File: src/source/stream_alu_params.svh
// global sizing macros for the stream arithmetic unit.
// operand width, shift amount width and the two FIFO depths.

`ifndef STREAM_ALU_PARAMS_SVH
`define STREAM_ALU_PARAMS_SVH

// operand and result width.
`define SA_DATA_W 16

// shift amount bits taken from operand b.
`define SA_SHAMT_W 4

// input command FIFO depth.
`define SA_IN_DEPTH 8

// result FIFO depth, also sets the status count width.
`define SA_OUT_DEPTH 8

`endif

File: src/source/stream_alu_pkg.sv
// shared types: opcode and alu select enums,
// command beat, decoded micro-op and result structs.

`include "stream_alu_params.svh"

package stream_alu_pkg;

    typedef logic [`SA_DATA_W-1:0] data_t;

    // command opcodes, OP_RSV is illegal.
    typedef enum logic [2:0] {
        OP_ADD = 3'd0,
        OP_SUB = 3'd1,
        OP_AND = 3'd2,
        OP_OR  = 3'd3,
        OP_XOR = 3'd4,
        OP_SHL = 3'd5,
        OP_ACC = 3'd6,
        OP_RSV = 3'd7
    } opcode_e;

    typedef enum logic [2:0] {
        ALU_ADD = 3'd0,
        ALU_SUB = 3'd1,
        ALU_AND = 3'd2,
        ALU_OR  = 3'd3,
        ALU_XOR = 3'd4,
        ALU_SHL = 3'd5
    } alu_sel_e;

    typedef struct packed {
        opcode_e opcode;
        data_t   a;
        data_t   b;
        logic    last;
    } cmd_t; // slave tdata plus tlast.

    typedef struct packed {
        alu_sel_e alu_sel;
        logic     acc_en;
        logic     illegal;
        data_t    a;
        data_t    b;
        logic     last;
    } uop_t;

    typedef struct packed {
        data_t value;
        logic  err;
        logic  last;
    } res_t; // master tdata plus tlast.

endpackage

File: src/source/alu_execute.sv
// execute stage: computes the 16-bit result of a micro-op
// and keeps the packet accumulator, cleared on last.

`timescale 1ns/1ps
`include "stream_alu_params.svh"

module alu_execute import stream_alu_pkg::*; (
    input  logic clk_i,
    input  logic arst_n_i,
    input  logic uop_valid_i,
    input  uop_t uop_i,
    output logic uop_ready_o,
    output logic res_valid_o,
    output res_t res_o,
    input  logic res_ready_i
);

    logic  valid_q;
    res_t  res_q;
    data_t acc_q;
    data_t acc_sum;
    data_t value;
    logic  take;

    assign uop_ready_o = ~valid_q | res_ready_i;
    assign take        = uop_valid_i & uop_ready_o;
    assign acc_sum     = acc_q + uop_i.a; // wraps.

    always_comb begin
        case (uop_i.alu_sel)
            ALU_ADD: value = uop_i.a + uop_i.b;
            ALU_SUB: value = uop_i.a - uop_i.b;
            ALU_AND: value = uop_i.a & uop_i.b;
            ALU_OR:  value = uop_i.a | uop_i.b;
            ALU_XOR: value = uop_i.a ^ uop_i.b;
            ALU_SHL: value = uop_i.a << uop_i.b[`SA_SHAMT_W-1:0];
            default: value = '0;
        endcase
        if (uop_i.acc_en) value = acc_sum;
        if (uop_i.illegal) value = '0;
    end

    always_ff @(posedge clk_i or negedge arst_n_i) begin
        if (!arst_n_i) begin
            valid_q <= 1'b0;
            acc_q   <= '0;
        end else begin
            if (uop_ready_o) valid_q <= uop_valid_i;
            if (take) begin
                if (uop_i.last) begin
                    acc_q <= '0; // packet end, after this beat's output.
                end else if (uop_i.acc_en && !uop_i.illegal) begin
                    acc_q <= acc_sum;
                end
            end
        end
    end

    always_ff @(posedge clk_i) begin
        if (take) res_q <= '{value: value, err: uop_i.illegal, last: uop_i.last};
    end

    assign res_valid_o = valid_q;
    assign res_o       = res_q;

endmodule

File: src/source/axis_fifo.sv
// stream FIFO wrapper around sync_fifo.
// tvalid/tready handshakes become push and pop.

`timescale 1ns/1ps

module axis_fifo import stream_alu_pkg::*; #(
    parameter int  DEPTH = 8,
    parameter type T     = cmd_t
) (
    input  logic                   clk_i,
    input  logic                   arst_n_i,
    input  logic                   s_tvalid_i,
    input  T                       s_data_i,
    output logic                   s_tready_o,
    output logic                   m_tvalid_o,
    output T                       m_data_o,
    input  logic                   m_tready_i,
    output logic                   a_full_o,
    output logic                   a_empty_o,
    output logic [$clog2(DEPTH):0] data_cnt_o
);

    localparam int WIDTH = $bits(T);

    logic [WIDTH-1:0] rd_data;
    logic             push;
    logic             pop;
    logic             empty;
    logic             full;

    assign s_tready_o = ~full;
    assign m_tvalid_o = ~empty;
    assign m_data_o   = T'(rd_data);

    assign push = s_tvalid_i & s_tready_o;
    assign pop  = m_tvalid_o & m_tready_i;

    sync_fifo #(
        .WIDTH(WIDTH),
        .DEPTH(DEPTH)
    ) u_sync_fifo (
        .clk_i     (clk_i),
        .arst_n_i  (arst_n_i),
        .data_i    (s_data_i),
        .push_i    (push),
        .pop_i     (pop),
        .data_o    (rd_data),
        .empty_o   (empty),
        .full_o    (full),
        .a_empty_o (a_empty_o),
        .a_full_o  (a_full_o),
        .data_cnt_o(data_cnt_o)
    );

endmodule

File: src/source/op_decode.sv
// decode stage: one-entry register turning a command
// into alu controls, accumulate enable and illegal flag.

`timescale 1ns/1ps

module op_decode import stream_alu_pkg::*; (
    input  logic clk_i,
    input  logic arst_n_i,
    input  logic cmd_valid_i,
    input  cmd_t cmd_i,
    output logic cmd_ready_o,
    output logic uop_valid_o,
    output uop_t uop_o,
    input  logic uop_ready_i
);

    logic valid_q;
    uop_t uop_q;
    uop_t uop_d;

    // free slot, or the held item leaves this cycle.
    assign cmd_ready_o = ~valid_q | uop_ready_i;

    always_comb begin
        uop_d.alu_sel = ALU_ADD;
        uop_d.acc_en  = 1'b0;
        uop_d.illegal = 1'b0;
        uop_d.a       = cmd_i.a;
        uop_d.b       = cmd_i.b;
        uop_d.last    = cmd_i.last;
        case (cmd_i.opcode)
            OP_ADD: uop_d.alu_sel = ALU_ADD;
            OP_SUB: uop_d.alu_sel = ALU_SUB;
            OP_AND: uop_d.alu_sel = ALU_AND;
            OP_OR:  uop_d.alu_sel = ALU_OR;
            OP_XOR: uop_d.alu_sel = ALU_XOR;
            OP_SHL: uop_d.alu_sel = ALU_SHL;
            OP_ACC: uop_d.acc_en  = 1'b1; // sum goes through the adder.
            default: uop_d.illegal = 1'b1; // OP_RSV.
        endcase
    end

    always_ff @(posedge clk_i or negedge arst_n_i) begin
        if (!arst_n_i) begin
            valid_q <= 1'b0;
        end else if (cmd_ready_o) begin
            valid_q <= cmd_valid_i;
        end
    end

    always_ff @(posedge clk_i) begin
        if (cmd_valid_i & cmd_ready_o) begin
            uop_q <= uop_d;
        end
    end

    assign uop_valid_o = valid_q;
    assign uop_o       = uop_q;

endmodule

File: src/source/stream_alu_top.sv
// top level of the stream arithmetic unit.
// input FIFO, decode, execute and result FIFO in a chain.

`timescale 1ns/1ps
`include "stream_alu_params.svh"

module stream_alu_top import stream_alu_pkg::*; (
    input  logic                           clk_i,
    input  logic                           arst_n_i,
    input  logic                           s_tvalid_i,
    input  cmd_t                           s_cmd_i,
    output logic                           s_tready_o,
    output logic                           m_tvalid_o,
    output res_t                           m_res_o,
    input  logic                           m_tready_i,
    output logic                           m_a_full_o,
    output logic                           m_a_empty_o,
    output logic [$clog2(`SA_OUT_DEPTH):0] m_data_cnt_o
);

    logic in_valid;
    cmd_t in_cmd;
    logic in_ready;
    logic dec_valid;
    uop_t dec_uop;
    logic dec_ready;
    logic ex_valid;
    res_t ex_res;
    logic ex_ready;

    axis_fifo #(
        .DEPTH(`SA_IN_DEPTH),
        .T    (cmd_t)
    ) u_in_fifo (
        .clk_i     (clk_i),
        .arst_n_i  (arst_n_i),
        .s_tvalid_i(s_tvalid_i),
        .s_data_i  (s_cmd_i),
        .s_tready_o(s_tready_o),
        .m_tvalid_o(in_valid),
        .m_data_o  (in_cmd),
        .m_tready_i(in_ready),
        .a_full_o  (),
        .a_empty_o (),
        .data_cnt_o()
    );

    op_decode u_decode (
        .clk_i      (clk_i),
        .arst_n_i   (arst_n_i),
        .cmd_valid_i(in_valid),
        .cmd_i      (in_cmd),
        .cmd_ready_o(in_ready),
        .uop_valid_o(dec_valid),
        .uop_o      (dec_uop),
        .uop_ready_i(dec_ready)
    );

    alu_execute u_execute (
        .clk_i      (clk_i),
        .arst_n_i   (arst_n_i),
        .uop_valid_i(dec_valid),
        .uop_i      (dec_uop),
        .uop_ready_o(dec_ready),
        .res_valid_o(ex_valid),
        .res_o      (ex_res),
        .res_ready_i(ex_ready)
    );

    // result FIFO status goes out on the top ports.
    axis_fifo #(
        .DEPTH(`SA_OUT_DEPTH),
        .T    (res_t)
    ) u_res_fifo (
        .clk_i     (clk_i),
        .arst_n_i  (arst_n_i),
        .s_tvalid_i(ex_valid),
        .s_data_i  (ex_res),
        .s_tready_o(ex_ready),
        .m_tvalid_o(m_tvalid_o),
        .m_data_o  (m_res_o),
        .m_tready_i(m_tready_i),
        .a_full_o  (m_a_full_o),
        .a_empty_o (m_a_empty_o),
        .data_cnt_o(m_data_cnt_o)
    );

endmodule

File: src/source/sync_fifo.sv
// synchronous register-array FIFO.
// push/pop with full/empty, almost flags and occupancy count.

`timescale 1ns/1ps

module sync_fifo #(
    parameter int WIDTH = 32,
    parameter int DEPTH = 8
) (
    input  logic                     clk_i,
    input  logic                     arst_n_i,
    input  logic [WIDTH-1:0]         data_i,
    input  logic                     push_i,
    input  logic                     pop_i,
    output logic [WIDTH-1:0]         data_o,
    output logic                     empty_o,
    output logic                     full_o,
    output logic                     a_empty_o,
    output logic                     a_full_o,
    output logic [$clog2(DEPTH):0]   data_cnt_o
);

    localparam int PTR_W = (DEPTH > 1) ? $clog2(DEPTH) : 1;
    localparam int CNT_W = $clog2(DEPTH) + 1;

    logic [WIDTH-1:0] mem [DEPTH];
    logic [PTR_W-1:0] wr_ptr;
    logic [PTR_W-1:0] rd_ptr;
    logic [CNT_W-1:0] cnt;
    logic             do_push;
    logic             do_pop;

    assign full_o  = (cnt == CNT_W'(DEPTH));
    assign empty_o = (cnt == '0);

    assign do_push = push_i & ~full_o; // overflow is dropped.
    assign do_pop  = pop_i & ~empty_o;

    always_ff @(posedge clk_i) begin
        if (do_push) begin
            mem[wr_ptr] <= data_i;
        end
    end

    assign data_o = mem[rd_ptr]; // combinational read.

    always_ff @(posedge clk_i or negedge arst_n_i) begin
        if (!arst_n_i) begin
            wr_ptr <= '0;
            rd_ptr <= '0;
            cnt    <= '0;
        end else begin
            if (do_push) begin
                wr_ptr <= (wr_ptr == PTR_W'(DEPTH - 1)) ? '0 : wr_ptr + 1'b1;
            end
            if (do_pop) begin
                rd_ptr <= (rd_ptr == PTR_W'(DEPTH - 1)) ? '0 : rd_ptr + 1'b1;
            end
            case ({do_push, do_pop})
                2'b10:   cnt <= cnt + 1'b1;
                2'b01:   cnt <= cnt - 1'b1;
                default: cnt <= cnt;
            endcase
        end
    end

    // almost flags straight off the counter.
    assign a_full_o   = (cnt >= CNT_W'(DEPTH - 1));
    assign a_empty_o  = (cnt <= CNT_W'(1));
    assign data_cnt_o = cnt;

endmodule

File: config.mk
export PLATFORM = sky130hd
export DESIGN_NAME = stream_alu_top
export DESIGN_NICKNAME = d
export VERILOG_FILES = /design/src/source/stream_alu_pkg.sv /design/src/source/alu_execute.sv /design/src/source/axis_fifo.sv /design/src/source/op_decode.sv /design/src/source/stream_alu_top.sv /design/src/source/sync_fifo.sv
export VERILOG_INCLUDE_DIRS = /design/src /design/src/source
export SDC_FILE = /design/constraint.sdc
export NUM_CORES = 1
export LEC_CHECK = 0
export BUFFER_PORTS_ARGS = -buffer_cell sky130_fd_sc_hd__clkbuf_2
export CORE_MARGIN = 2
export CORE_UTILIZATION = 30
export CTS_CLUSTER_DIAMETER = 150
export DETAILED_ROUTE_END_ITERATION = 8
export GPL_TIMING_DRIVEN = 0
export PLACE_DENSITY = 0.49
export REMOVE_ABC_BUFFERS = 1
export SLEW_MARGIN = 20
export SYNTH_ARGS = -nofsm -noshare
export SYNTH_HDL_FRONTEND = slang
export SYNTH_SLANG_ARGS = --single-unit
File: constraint.sdc
create_clock -name clk_i -period 5.8 [get_ports clk_i]
set_clock_uncertainty 0.2 [all_clocks]
set_input_delay 1.16 -clock clk_i [delete_from_list [all_inputs] [get_ports clk_i]]
set_output_delay 1.16 -clock clk_i [all_outputs]
set_load 0.01 [all_outputs]
==> reports/results.ini <==
[synthesis]
synth_warnings = 0
syn_area_mm2 = 0.0232
avgSynthCellArea_um2 = 17.1
synthArstFlopShare_pct = 7.22
synth_top_area_cell = edfxtp_1
syn_inst = 1361
synth_top_area_share_pct = 63.1
yosys-top-cells-area = edfxtp_1 (63%), mux4_2 (11%), ha_1 (4.3%)
ys_ff_latch = 526
synthFlopType = edfxtp_1
ys_types = 65
yosysSeqAreaShare_pct = 67.2
synth_edf_count = 488

[clocking]
post_cts_buffers = 0
cts.sinks = 526
clk_pin_slew_ns = 0.07
numCtsBuffers = 54
cts_max_level = 2
cts.path.max_buffers = 3
clock_latency_ns = 0.61
cts_hold_buffers = 0
cts_tree = yes
post_cts_resized = 0
root_buffer = clkbuf_16

[power]
ir_drop_v = 0.000269
total_power_w = 0.0170
cellPowerDensity_mw_per_mm2 = 624
p_leak_nw = 9.47

[timing]
layout_setup_ws_ns = 0.481
slew_viol_final = 0
period_minus_slack_ns = 5.32
hold_viol_final = 0
slew_headroom_pct = 26.0
min_period_over_period_pct = 91.7
max_freq_ghz = 0.188
rsz0062_at_grt = no
tightest_slew_ns = 1.11
setup-violations-final = 0

[placement]
place.port_buffers = 65
gp_congestion = 0.886
pre_cts_ws_ns = 0.546
dp_hpwl_mm = 36.1
dp_cells = 2472

[floorplan]
core_area_mm2 = 0.0771
ios = 66
rows = 102
die_y_um = 282
die_area_mm2 = 0.0797
dieWidth_um = 282
initial_utilization_pct = 30.1

[routing]
vias_per_cell = 4.85
drtIter0Drc = 896
drc_errors = 0
wl_per_cell_um = 20.5
num_vias = 12500
dr.pass1.iters = 5
wl_mm = 52.6
drtAntennaViolNets = 0

[critical_path]
crit_chain = clkinv_1 > nor2_1 > nor2_1 > xnor2_1 > ha_1 > nand2b_1 > a21oi_1 > o31ai_1 > o21ai_0 > xnor2_1 > or4_1 > o211ai_1
r2r_slack_ns = 0.48
crit_slowest_cell = clkinv_1
start_kind = register
critPathTopFamily = simple AND/OR/NAND/NOR gates
cp.arrival_ns = 5.53
critPathRequiredTime_ns = 6.02
crit_path_max_incr_delay_ns = 0.80
cp.depth = 12
reg2reg_to = u_execute.res_o[14]$_SDFFCE_PP0P_
r2r_cells = 12
reg2reg_from = u_decode.uop_o[35]$_DFFE_PP_
cp-end-kind = register
criticalPathCategory = register to register
crit_path_end = u_execute.res_o[14]$_SDFFCE_PP0P_
cp_max_fo = 26
critPathLaunch = u_decode.uop_o[35]$_DFFE_PP_
cp.buffers_inverters = 1

[global_routing]
grt_pass1_vias = 13000
gr-usage-all-layers_pct = 13.3
grt-ovfl-total = 0
grt_pass1_wl_mm = 80.6
grt_start_max_net_pins = 47
antenna_found_initial = 0

[layout]
area_growth_pct = 17.0
nNetsFinal = 1610
instances_no_fill = 2574
n_antenna_cell = 0
fin_util_pct = 35.2
drive_gt1_share_pct = 27.3

[min_path]
hp-start = u_execute.acc_q[13]$_DFFE_PN0P_
hold_path_class = register to register

[status]
status = finished, final reports clean

[job]
drv_cap = 0

logic make-up after synthesis:
group	synth area share (%)
buffers and inverters	1.77
DFF	67.2
AOI/OAI and AO/OA	5.76
adders and majority gates	4.51
and+or+nand+nor	4.22
muxes	14.7
xor gates and xnor gates	1.85
through the flow:
step,setup TNS [ns],hold slack [ns],cell area (um2)
2_1_floorplan,0,0.253,23000
3_3_place_gp,-427.99,0.269,24600
3_5_place_dp,0,0.276,25400
4_1_cts,0,0.291,27200
5_1_grt,0,0.320,27200
6_report,0,0.286,27200
layout by cell type, fill, tap and decap left out, types with 8 or more instances in the layout:
cell       synthesis  routed
a21o_1            12      12
a21oi_1           44      43
a221oi_1           8       8
a22o_1            11      11
a31oi_1           10      10
buf_12             0       9
buf_2             17      12
buf_4              1      27
buf_6              0       8
clkbuf_16          0      55
clkbuf_2           0      64
clkinv_1           1      20
clkinv_2           0       8
dfrtp_1           38      32
edfxtp_1         488     488
ha_1              79      79
inv_1             46      46
mux2_2            65      65
mux2i_1           14      14
mux4_2           113     113
nand2_1           77      77
nand2b_1          14      14
nand3_1            9       9
nor2_1            51      45
nor2b_1            8       8
nor3_1            20      12
nor3_2             0       8
o21ai_0           46      46
o221ai_1           8       8
o22ai_1            9       9
o31ai_1           10      10
xnor2_1           33      33
xor2_1            16      16
layout make-up:
type / instances / area (um2)
fillers: 7347 / 49900
flip-flops and latches: 526 / 15600
multi-input cells: 732 / 7330
clock buffers: 60 / 1400
well taps: 1040 / 1300
repair buffers: 126 / 1010
clock inverters: 42 / 335
inverters: 48 / 180
tightest hold or removal path, stage by stage, from the launching register on:
cell and delay (ns):
dfrtp_1 0.35, nand2_1 0.05, o31ai_1 0.05
worst min-delay path by stage:
| stage | endpoint | slack [ns] | depth (start not counted) |
|---|---|---|---|
| after floorplan | u_execute.acc_q[12]$_DFFE_PN0P_ | 0.25 | 2 |
| after global placement | u_execute.acc_q[2]$_DFFE_PN0P_ | 0.27 | 2 |
| after detailed placement | u_execute.acc_q[13]$_DFFE_PN0P_ | 0.28 | 2 |
| after CTS | u_execute.acc_q[13]$_DFFE_PN0P_ | 0.29 | 2 |
| after global routing | u_in_fifo.u_sync_fifo.data_cnt_o[3]$_DFFE_PN0P_ | 0.32 | 1 |
| final | u_execute.acc_q[13]$_DFFE_PN0P_ | 0.29 | 2 |
Yosys cell counts (5+ instances only):
| library cell | n |
|---|---|
| o31ai_1 | 10 |
| o21ai_0 | 46 |
| nor2b_1 | 8 |
| xnor2_1 | 33 |
| o22ai_1 | 9 |
| a31oi_1 | 10 |
| nor3_1 | 20 |
| a221oi_1 | 8 |
| mux2i_1 | 14 |
| ha_1 | 79 |
| mux4_2 | 113 |
| nand3_1 | 9 |
| inv_1 | 46 |
| a21oi_1 | 44 |
| buf_1 | 5 |
| nor2_1 | 51 |
| edfxtp_1 | 488 |
| buf_2 | 17 |
| nand2b_1 | 14 |
| nor4_1 | 7 |
| a22o_1 | 11 |
| a211oi_1 | 7 |
| nand2_1 | 77 |
| clkbuf_1 | 32 |
| xor2_1 | 16 |
| mux2_2 | 65 |
| a21o_1 | 12 |
| o221ai_1 | 8 |
| dfrtp_1 | 38 |
| o211a_1 | 5 |
metal layers:
metal	up-vias	wire (um)	global-route usage [%]
met5	-	0	0
met4	0	1160	3.69
met2	294	25700	22.6
li1	5689	-	-
met3	76	2500	2.25
met1	6431	23300	17.7
flip-flops by register name, indices dropped and copies added, names as in the netlist, 4 cells and up:
name,flops
u_decode.uop_o,38
u_execute.acc_q,16
u_execute.res_o,18
u_in_fifo.u_sync_fifo.data_cnt_o,4
u_in_fifo.u_sync_fifo.mem,288
u_res_fifo.u_sync_fifo.data_cnt_o,4
u_res_fifo.u_sync_fifo.mem,144
where the power goes:
part / leakage, nW / switching [W] / internal (W)
Sequential: 5.00 / 0.00109 / 0.00549
Clock: 0.835 / 0.00147 / 0.00192
Combinational: 3.63 / 0.00377 / 0.00323
(Power assumes the default switching activity.)
